$ cat src/hw/StorePkg.sv
package StorePkg;

    // The top bit of a physical tag marks a special tag that reads as zero
    localparam int TAG_W = 6;

    localparam int SQN_W = 8;

    localparam int DATA_W = 32;

    // Indexed by the low five tag bits
    localparam int NUM_REGS = 32;

    localparam int MASK_W = 4;

    typedef enum logic [1:0] {
        StByte = 2'd0,
        StHalf = 2'd1,
        StWord = 2'd2
    } StSize;

    // Byte offset within the word
    typedef logic [1:0] StOff;

    function automatic logic isSpecialTag(input logic [TAG_W-1:0] tag);
        return tag[TAG_W-1];
    endfunction

    // True if a is younger than b, using the wrapped difference
    function automatic logic isYounger(input logic [SQN_W-1:0] a, input logic [SQN_W-1:0] b);
        logic [SQN_W-1:0] diff;
        diff = a - b;
        return $signed(diff) > 0;
    endfunction

endpackage

$ cat src/hw/PriorityEncoder.sv
`timescale 1ns/1ps

module PriorityEncoder #(
    parameter int SIZE = 8
) (
    input  logic [SIZE-1:0]         req,
    output logic [$clog2(SIZE)-1:0] idx,
    output logic                    valid
);

    // Scan from the top so the lowest set bit wins
    always_comb begin
        idx = '0;
        for (int i = SIZE - 1; i >= 0; i--) begin
            if (req[i]) begin
                idx = i[$clog2(SIZE)-1:0];
            end
        end
    end

    assign valid = |req;

endmodule

$ cat src/hw/StoreDataIQ.sv
`timescale 1ns/1ps

module StoreDataIQ #(
    parameter int SIZE = 8,
    parameter int NUM_DISPATCH = 2
) (
    input  logic                                           clk,
    input  logic                                           rst,

    input  logic [NUM_DISPATCH-1:0]                        dispValid,
    input  logic [NUM_DISPATCH-1:0][StorePkg::TAG_W-1:0]   dispTag,
    input  logic [NUM_DISPATCH-1:0][StorePkg::SQN_W-1:0]   dispSqN,
    input  StorePkg::StSize [NUM_DISPATCH-1:0]             dispSize,
    output logic [NUM_DISPATCH-1:0]                        stall,

    input  logic                                           resValid,
    input  logic [StorePkg::TAG_W-1:0]                     resTag,

    input  logic                                           aguValid,
    input  logic [StorePkg::SQN_W-1:0]                     aguSqN,
    input  logic [StorePkg::DATA_W-1:0]                    aguBase,
    input  logic [StorePkg::DATA_W-1:0]                    aguImm,
    input  StorePkg::StSize                                aguSize,

    input  logic                                           brTaken,
    input  logic [StorePkg::SQN_W-1:0]                     brSqN,
    input  logic                                           brFlush,

    input  logic [StorePkg::SQN_W-1:0]                     maxStoreSqN,

    input  logic                                           issReady,
    output logic                                           issValid,
    output logic [StorePkg::TAG_W-1:0]                     issTag,
    output logic [StorePkg::SQN_W-1:0]                     issSqN,
    output StorePkg::StOff                                 issOff,
    output StorePkg::StSize                                issSize,

    output logic                                           comLimitValid,
    output logic [StorePkg::SQN_W-1:0]                     comLimitSqN
);

    localparam int ID_W = $clog2(SIZE);

    // Position 0 holds the oldest queue entry
    logic [StorePkg::TAG_W-1:0] qTag [SIZE];
    logic [StorePkg::SQN_W-1:0] qSqN [SIZE];
    StorePkg::StSize            qSize [SIZE];
    StorePkg::StOff             qOff [SIZE];
    logic [SIZE-1:0]            qDataAvail;
    logic [SIZE-1:0]            qOffAvail;

    logic [ID_W:0] insertIndex;
    logic [ID_W:0] nextInsert;
    logic [ID_W:0] brIndex;

    logic            resWake;
    StorePkg::StOff  aguOff;
    logic            aguSnoop;
    logic [SIZE-1:0] newData;
    logic [SIZE-1:0] newOffAvail;
    StorePkg::StOff  newOff [SIZE];

    logic [SIZE-1:0] deqReq;
    logic [ID_W-1:0] deqIdx;
    logic            deqValid;
    logic            doIssue;

    logic [NUM_DISPATCH-1:0] enq;
    logic [ID_W-1:0]         enqPos [NUM_DISPATCH];

    assign resWake  = resValid && !StorePkg::isSpecialTag(resTag);
    assign aguOff   = StorePkg::StOff'(aguBase + aguImm);
    assign aguSnoop = aguValid && (aguSize != StorePkg::StWord);

    // Result wakeup and address offset snoop
    always_comb begin
        for (int i = 0; i < SIZE; i++) begin
            newData[i] = resWake && (qTag[i] == resTag);
            newOffAvail[i] = aguSnoop && (qSqN[i] == aguSqN);
            newOff[i] = newOffAvail[i] ? aguOff : qOff[i];
        end
    end

    always_comb begin
        for (int i = 0; i < SIZE; i++) begin
            deqReq[i] = (i < int'(insertIndex)) && qDataAvail[i] && qOffAvail[i] &&
                !StorePkg::isYounger(qSqN[i], maxStoreSqN);
        end
    end

    PriorityEncoder #(
        .SIZE(SIZE)
    ) i_deqEnc (
        .req  (deqReq),
        .idx  (deqIdx),
        .valid(deqValid)
    );

    assign doIssue = !brTaken && (issReady || !issValid) && deqValid;

    // Keep everything up to the last entry not younger than the branch
    always_comb begin
        brIndex = '0;
        for (int i = 0; i < SIZE; i++) begin
            if (i < int'(insertIndex) && !brFlush && !StorePkg::isYounger(qSqN[i], brSqN)) begin
                brIndex = (ID_W + 1)'(i + 1);
            end
        end
    end

    // Dispatch acceptance, counting earlier lanes of the same cycle
    always_comb begin
        logic [ID_W:0] qIdx;
        logic [ID_W:0] slot;
        qIdx = insertIndex;
        slot = insertIndex - (ID_W + 1)'(doIssue);
        for (int l = 0; l < NUM_DISPATCH; l++) begin
            stall[l] = 1'b0;
            enq[l] = 1'b0;
            enqPos[l] = slot[ID_W-1:0];
            if (dispValid[l]) begin
                if (qIdx != (ID_W + 1)'(SIZE) && !brTaken) begin
                    enq[l] = 1'b1;
                    qIdx = qIdx + 1'b1;
                    slot = slot + 1'b1;
                end else begin
                    stall[l] = 1'b1;
                end
            end
        end
        nextInsert = brTaken ? brIndex : slot;
    end

    // Entry payload shifts toward position 0 on issue
    always_ff @(posedge clk) begin
        for (int i = 0; i < SIZE; i++) begin
            qDataAvail[i] <= qDataAvail[i] | newData[i];
            qOffAvail[i] <= qOffAvail[i] | newOffAvail[i];
            qOff[i] <= newOff[i];
        end
        if (doIssue) begin
            for (int i = 0; i < SIZE - 1; i++) begin
                if (i >= int'(deqIdx)) begin
                    qTag[i] <= qTag[i+1];
                    qSqN[i] <= qSqN[i+1];
                    qSize[i] <= qSize[i+1];
                    qOff[i] <= newOff[i+1];
                    qDataAvail[i] <= qDataAvail[i+1] | newData[i+1];
                    qOffAvail[i] <= qOffAvail[i+1] | newOffAvail[i+1];
                end
            end
        end
        for (int l = 0; l < NUM_DISPATCH; l++) begin
            if (enq[l]) begin
                qTag[enqPos[l]] <= dispTag[l];
                qSqN[enqPos[l]] <= dispSqN[l];
                qSize[enqPos[l]] <= dispSize[l];
                // Word stores need no offset
                qOff[enqPos[l]] <= '0;
                qOffAvail[enqPos[l]] <= (dispSize[l] == StorePkg::StWord);
                qDataAvail[enqPos[l]] <= resWake && (dispTag[l] == resTag);
            end
        end
    end

    always_ff @(posedge clk) begin
        if (rst) begin
            insertIndex <= '0;
        end else begin
            insertIndex <= nextInsert;
        end
    end

    // Issue register
    always_ff @(posedge clk) begin
        if (rst) begin
            issValid <= 1'b0;
        end else if (brTaken) begin
            // Consumed by the read stage this cycle or made younger by the branch
            if (issReady || brFlush || StorePkg::isYounger(issSqN, brSqN)) begin
                issValid <= 1'b0;
            end
        end else if (issReady || !issValid) begin
            issValid <= deqValid;
            issTag <= qTag[deqIdx];
            issSqN <= qSqN[deqIdx];
            issOff <= newOff[deqIdx];
            issSize <= qSize[deqIdx];
        end
    end

    always_ff @(posedge clk) begin
        if (rst) begin
            comLimitValid <= 1'b0;
        end else begin
            comLimitValid <= (insertIndex != '0);
        end
        comLimitSqN <= qSqN[0];
    end

endmodule

$ cat src/hw/ResultRegFile.sv
`timescale 1ns/1ps

module ResultRegFile (
    input  logic                          clk,
    input  logic                          rst,
    input  logic                          resValid,
    input  logic [StorePkg::TAG_W-1:0]    resTag,
    input  logic [StorePkg::DATA_W-1:0]   resData,
    input  logic [StorePkg::TAG_W-1:0]    rdTag,
    output logic [StorePkg::DATA_W-1:0]   rdData
);

    localparam int IDX_W = $clog2(StorePkg::NUM_REGS);

    logic [StorePkg::DATA_W-1:0] regs [StorePkg::NUM_REGS];

    always_ff @(posedge clk) begin
        if (rst) begin
            for (int i = 0; i < StorePkg::NUM_REGS; i++) begin
                regs[i] <= '0;
            end
        end else if (resValid && !StorePkg::isSpecialTag(resTag)) begin
            regs[resTag[IDX_W-1:0]] <= resData;
        end
    end

    // Writes show up the cycle after, without bypass
    always_comb begin
        if (StorePkg::isSpecialTag(rdTag)) begin
            rdData = '0;
        end else begin
            rdData = regs[rdTag[IDX_W-1:0]];
        end
    end

endmodule

$ cat src/hw/StoreDataRead.sv
`timescale 1ns/1ps

module StoreDataRead (
    input  logic                          clk,
    input  logic                          rst,

    input  logic                          issValid,
    input  logic [StorePkg::TAG_W-1:0]    issTag,
    input  logic [StorePkg::SQN_W-1:0]    issSqN,
    input  StorePkg::StOff                issOff,
    input  StorePkg::StSize               issSize,
    output logic                          issReady,

    output logic [StorePkg::TAG_W-1:0]    rdTag,
    input  logic [StorePkg::DATA_W-1:0]   rdData,

    input  logic                          sqReady,
    input  logic                          brTaken,
    input  logic [StorePkg::SQN_W-1:0]    brSqN,
    input  logic                          brFlush,

    output logic                          sqWrValid,
    output logic [StorePkg::SQN_W-1:0]    sqWrSqN,
    output logic [StorePkg::DATA_W-1:0]   sqWrData,
    output logic [StorePkg::MASK_W-1:0]   sqWrMask
);

    logic [StorePkg::DATA_W-1:0] shiftData;
    logic [StorePkg::MASK_W-1:0] mask;
    logic                        issKill;
    logic                        heldKill;

    assign rdTag = issTag;
    assign issReady = !sqWrValid || sqReady;

    assign shiftData = rdData << {issOff, 3'b000};

    always_comb begin
        case (issSize)
            StorePkg::StByte: mask = StorePkg::MASK_W'(4'b0001) << issOff;
            StorePkg::StHalf: mask = StorePkg::MASK_W'(4'b0011) << issOff;
            default:          mask = StorePkg::MASK_W'(4'b1111);
        endcase
    end

    assign issKill  = brTaken && (brFlush || StorePkg::isYounger(issSqN, brSqN));
    assign heldKill = brTaken && (brFlush || StorePkg::isYounger(sqWrSqN, brSqN));

    always_ff @(posedge clk) begin
        if (rst) begin
            sqWrValid <= 1'b0;
        end else begin
            if ((sqWrValid && sqReady) || heldKill) begin
                sqWrValid <= 1'b0;
            end
            if (issValid && issReady && !issKill) begin
                sqWrValid <= 1'b1;
            end
        end
        if (issValid && issReady && !issKill) begin
            sqWrSqN <= issSqN;
            sqWrData <= shiftData;
            sqWrMask <= mask;
        end
    end

endmodule

$ cat src/hw/StoreDataUnit.sv
`timescale 1ns/1ps

module StoreDataUnit #(
    parameter int SIZE = 8,
    parameter int NUM_DISPATCH = 2
) (
    input  logic                                           clk,
    input  logic                                           rst,

    input  logic [NUM_DISPATCH-1:0]                        dispValid,
    input  logic [NUM_DISPATCH-1:0][StorePkg::TAG_W-1:0]   dispTag,
    input  logic [NUM_DISPATCH-1:0][StorePkg::SQN_W-1:0]   dispSqN,
    input  StorePkg::StSize [NUM_DISPATCH-1:0]             dispSize,
    output logic [NUM_DISPATCH-1:0]                        stall,

    input  logic                                           resValid,
    input  logic [StorePkg::TAG_W-1:0]                     resTag,
    input  logic [StorePkg::DATA_W-1:0]                    resData,

    input  logic                                           aguValid,
    input  logic [StorePkg::SQN_W-1:0]                     aguSqN,
    input  logic [StorePkg::DATA_W-1:0]                    aguBase,
    input  logic [StorePkg::DATA_W-1:0]                    aguImm,
    input  StorePkg::StSize                                aguSize,

    input  logic                                           brTaken,
    input  logic [StorePkg::SQN_W-1:0]                     brSqN,
    input  logic                                           brFlush,

    input  logic [StorePkg::SQN_W-1:0]                     maxStoreSqN,
    input  logic                                           sqReady,

    output logic                                           comLimitValid,
    output logic [StorePkg::SQN_W-1:0]                     comLimitSqN,

    output logic                                           sqWrValid,
    output logic [StorePkg::SQN_W-1:0]                     sqWrSqN,
    output logic [StorePkg::DATA_W-1:0]                    sqWrData,
    output logic [StorePkg::MASK_W-1:0]                    sqWrMask
);

    logic                        issValid;
    logic                        issReady;
    logic [StorePkg::TAG_W-1:0]  issTag;
    logic [StorePkg::SQN_W-1:0]  issSqN;
    StorePkg::StOff              issOff;
    StorePkg::StSize             issSize;
    logic [StorePkg::TAG_W-1:0]  rdTag;
    logic [StorePkg::DATA_W-1:0] rdData;

    StoreDataIQ #(
        .SIZE        (SIZE),
        .NUM_DISPATCH(NUM_DISPATCH)
    ) i_iq (
        .clk          (clk),
        .rst          (rst),
        .dispValid    (dispValid),
        .dispTag      (dispTag),
        .dispSqN      (dispSqN),
        .dispSize     (dispSize),
        .stall        (stall),
        .resValid     (resValid),
        .resTag       (resTag),
        .aguValid     (aguValid),
        .aguSqN       (aguSqN),
        .aguBase      (aguBase),
        .aguImm       (aguImm),
        .aguSize      (aguSize),
        .brTaken      (brTaken),
        .brSqN        (brSqN),
        .brFlush      (brFlush),
        .maxStoreSqN  (maxStoreSqN),
        .issReady     (issReady),
        .issValid     (issValid),
        .issTag       (issTag),
        .issSqN       (issSqN),
        .issOff       (issOff),
        .issSize      (issSize),
        .comLimitValid(comLimitValid),
        .comLimitSqN  (comLimitSqN)
    );

    ResultRegFile i_regFile (
        .clk     (clk),
        .rst     (rst),
        .resValid(resValid),
        .resTag  (resTag),
        .resData (resData),
        .rdTag   (rdTag),
        .rdData  (rdData)
    );

    StoreDataRead i_read (
        .clk      (clk),
        .rst      (rst),
        .issValid (issValid),
        .issTag   (issTag),
        .issSqN   (issSqN),
        .issOff   (issOff),
        .issSize  (issSize),
        .issReady (issReady),
        .rdTag    (rdTag),
        .rdData   (rdData),
        .sqReady  (sqReady),
        .brTaken  (brTaken),
        .brSqN    (brSqN),
        .brFlush  (brFlush),
        .sqWrValid(sqWrValid),
        .sqWrSqN  (sqWrSqN),
        .sqWrData (sqWrData),
        .sqWrMask (sqWrMask)
    );

endmodule

$ cat config.mk
export PLATFORM = sky130hd
export DESIGN_NAME = StoreDataUnit
export DESIGN_NICKNAME = d
export VERILOG_FILES = /design/src/hw/StorePkg.sv /design/src/hw/PriorityEncoder.sv /design/src/hw/StoreDataIQ.sv /design/src/hw/ResultRegFile.sv /design/src/hw/StoreDataRead.sv /design/src/hw/StoreDataUnit.sv
export SDC_FILE = /design/constraint.sdc
export NUM_CORES = 2
export LEC_CHECK = 0
export BUFFER_PORTS_ARGS = -buffer_cell sky130_fd_sc_hd__buf_2
export CORE_ASPECT_RATIO = 1.2
export CORE_MARGIN = 1.5
export CORE_UTILIZATION = 50
export DETAILED_ROUTE_END_ITERATION = 12
export PLACE_DENSITY = 0.66
export SETUP_SLACK_MARGIN = 0.05
export SLEW_MARGIN = 20
export SYNTH_ARGS = -nofsm -noshare
export SYNTH_HDL_FRONTEND = slang
export SYNTH_HIERARCHICAL = 1
export SYNTH_SLANG_ARGS = --single-unit
$ cat constraint.sdc
create_clock -name clk -period 8.35 [get_ports clk]
set_clock_uncertainty 0.15 [all_clocks]
set_input_delay 0.835 -clock clk [delete_from_list [all_inputs] [get_ports clk]]
set_output_delay 0.835 -clock clk [all_outputs]
set_load 0.005 [all_outputs]
==> summary.txt <==
Status
  • Status: completed

Worst setup path
  • CP max FO: 21
  • Cell Chain, Critical Path: ha_1 -> nor2b_1 -> o21ai_0 -> nand2b_1 -> a21oi_1 -> o21bai_1 -> xor2_1 -> or4_1 -> a211oi_1 -> nor2_1 -> nand3_1 -> nand3_1 -> inv_1 -> ha_1 -> ha_1 -> inv_1 -> ha_1 -> o21ai_1 -> inv_2 -> nor4_4 -> buf_4 -> nor2_1 -> nand2_1 -> buf_4
  • Worst Path Buf+Inv: 5
  • Critical Path Most Common Cell: ha_1
  • Worst EP arrival: 6740 ps
  • Critical Path Start Type: flop
  • Worst Path Required: 8650 ps
  • Setup Crit Path Kind: reg -> reg
  • CP max stage cell: edfxtp_1
  • Flop2flop setup slack: 1920 ps
  • CP Capture Type: flop
  • Family with the most delay on the worst path: simple AND/OR/NAND/NOR gates
  • CP max stage delay: 590 ps

Clocking
  • Clk buf depth: 3
  • Post-CTS Hold Fix Bufs: 0
  • Cts repair resizes: 0
  • H-tree depth: 4
  • Setup Fix Bufs, Post-CTS: 0
  • TritonCTS Buffers: 133
  • Clock Latency Late Sink: 790 ps
  • Root Buffer: clkbuf_16
  • Clk slew on worst S/H paths: 60 ps
  • Clock tree from TritonCTS: yes
  • Clock sinks: 1261

Worst hold path
  • Worst min path class: in -> reg

Synthesis
  • Mapped cell area: 66700 um2
  • Number of synthesized flops with an enable pin: 1214
  • Post-Syn Instances: 5091
  • Post-Syn Nets: 5419
  • Syn Area/Cell: 13.1 um2
  • Synth unique cells: 94
  • Yosys warns: 6
  • Post-synthesis register bit count: 1261
  • Seq/Total Area, Yosys: 0.561
  • Async SR Flop Fraction: 0
  • Main flop type after synthesis: edfxtp_1

Die
  • # IOs: 225
  • Die Wd: 336 um
  • Initial Utilization: 0.505
  • Core Region: 132000 um2
  • Die Y: 403 um
  • Cell Rows: 146
  • Die Footprint: 136000 um2

STA
  • RSZ-0062 raised after global routing: no
  • Period minus WS final: 6430 ps
  • Worst-Margin Slew: 1250 ps
  • Achievable Freq: roughly 160 MHz
  • Max transition margin: 0.159
  • Finish-stage setup viols: 0
  • PnR worst setup slack: 1920 ps
  • Setup TNS: 0 ps
  • Period utilisation layout: 0.770
  • Final hold vios: 0
  • Pins Over Slew Limit: 0

GRT
  • Gr usage total: 0.286
  • Largest net degree at the start of global routing: 96
  • Initial antenna violation count: 26
  • Vias in the first global route: 41200
  • First-pass GRT wire length: around 280 mm
  • Remaining Overflow, GRT: 0

Power
  • Lkg Pwr: 0.0262 uW
  • VDD IR max: 0.183 mV
  • P per Cell Area: 244 nW/um2

Placement
  • Pre-CTS WS: ~1300 ps
  • RePlAce Congestion: 0.941
  • I/O Buffers: approximately 160
  • DP HPWL: ~120 mm

Drt
  • Vias per inst: 6.05
  • Residual DRC: 0
  • Routed Antenna Nets: 0
  • Wirelength per Cell: approximately 28 um
  • Initial DRC Count: around 4400
  • Via count: 41900
  • Drt first pass iters: 6
  • Routed wire length: 196 mm

Flow run
  • Maxcap violations: 0

Finish
  • Fillers: 10700
  • FF+latch area: 37400 um2
  • Area growth syn-to-layout: 9.26%
  • Area of the multi-input gates: 27000 um2
  • Commonest non-fill, non-tap cells in the layout: 1214 x edfxtp_1, 1037 x and2_1, 317 x mux2i_1
  • Final #Nets: 5372
  • Commonest non-fill, non-tap cell in the layout: edfxtp_1
  • Share of layout cells above drive strength 1: 0.155
[cells by family after synthesis]
family / after synthesis / share of synthesized area
simple gates: 1723 / 0.148
flops: 1261 / 0.561
xor+xnor: 226 / 0.0300
buf+inv: 528 / 0.0360
fa+ha+maj: 159 / 0.0320
compound gates: 620 / 0.0618
mux: 574 / 0.131
[power breakdown]
| part | switching, uW | leakage, uW | internal, uW | total (uW) |
|---|---|---|---|---|
| registers | 383 | 0.0119 | 7550 | 7930 |
| logic | 2430 | 0.0123 | 1600 | 4030 |
| clock network | 2550 | 0.00205 | 3240 | 5790 |
[worst paths after layout]
check,from,endpoint,cells after the start
hold / removal,dispTag[11],i_iq/qTag[5][5],3
hold reg to reg,i_iq/issSqN[6],i_read/sqWrSqN[6],0
setup reg to reg,i_iq/qSqN[2][1],i_iq/qSqN[4][6],24
setup / recovery,i_iq/qSqN[2][1],i_iq/qSqN[4][6],24
[layer usage]
metal | track usage | part of all wire
met1 | 0.363 | 0.38
met2 | 0.471 | 0.49
met3 | 0.0494 | 0.076
met4 | 0.149 | 0.055
met5 | 0 | 0.00058
[worst register-to-register path, stage by stage (launching register included)]
cell,delay [ps]
edfxtp_1,590
ha_1,360
nor2b_1,120
o21ai_0,150
nand2b_1,110
a21oi_1,180
o21bai_1,120
xor2_1,150
or4_1,570
a211oi_1,500
nor2_1,200
nand3_1,140
nand3_1,180
inv_1,130
ha_1,170
ha_1,300
inv_1,100
ha_1,230
o21ai_1,500
inv_2,230
nor4_4,200
buf_4,300
nor2_1,80
nand2_1,90
buf_4,270
[cells in the mapped netlist (30+ instances only)]
cell type,instances,share of area
edfxtp_1,1214,0.55
and2_1,1037,0.097
mux2i_1,317,0.048
clkbuf_1,290,0.016
mux4_2,220,0.074
nand2_1,212,0.012
nor2_1,164,0.0092
o21ai_0,147,0.011
xnor2_1,144,0.019
ha_1,140,0.026
a21oi_1,105,0.0079
inv_1,83,0.0047
xor2_1,79,0.010
a31oi_1,68,0.0064
buf_2,59,0.0044
nor3_1,54,0.0041
dfxtp_1,47,0.014
nor2b_1,47,0.0044
a221o_1,46,0.0069
o21ai_1,38,0.0029
or2_2,37,0.0035
a22oi_1,34,0.0038
buf_4,34,0.0038
buf_1,30,0.0017
nand4_1,30,0.0028
[registers in the layout (all words and copies together) (netlist names), 16 cells and up]
| register | flops |
|---|---|
| i_regFile/regs | 1024 |
| i_iq/qSqN | 64 |
| i_iq/qTag | 48 |
| i_read/sqWrData | 32 |
| i_iq/qOff | 16 |
| i_iq/qSize | 16 |
[area by class of cell]
| cell class | count | area share |
|---|---|---|
| Sequential cell | 1261 | 0.513 |
| Multi-Input combinational cell | 3302 | 0.371 |
| Clock buffer | 174 | 0.0495 |
| Tap cell | 1776 | 0.0305 |
| Timing Repair Buffer | 261 | 0.0225 |
| Clock inverter | 66 | 0.00805 |
| Inverter | 85 | 0.00440 |
| Antenna cell | 13 | 0.000447 |
[through the flow]
step | utilization | total power (uW) | cell area (um2) | hold WS [ps] | cells
floorplan | - | 10700 | 66700 | 260 | 5091
global placement | 0.519 | 11900 | 68600 | 340 | 6684
detailed placement | 0.519 | 12000 | 68600 | 348 | 6684
CTS | 0.551 | 17800 | 72800 | 274 | 6924
global route | 0.552 | 18300 | 72800 | 330 | 6935
finish | 0.552 | 17700 | 72900 | 331 | 6938
Power figures use the tool's default switching activity.
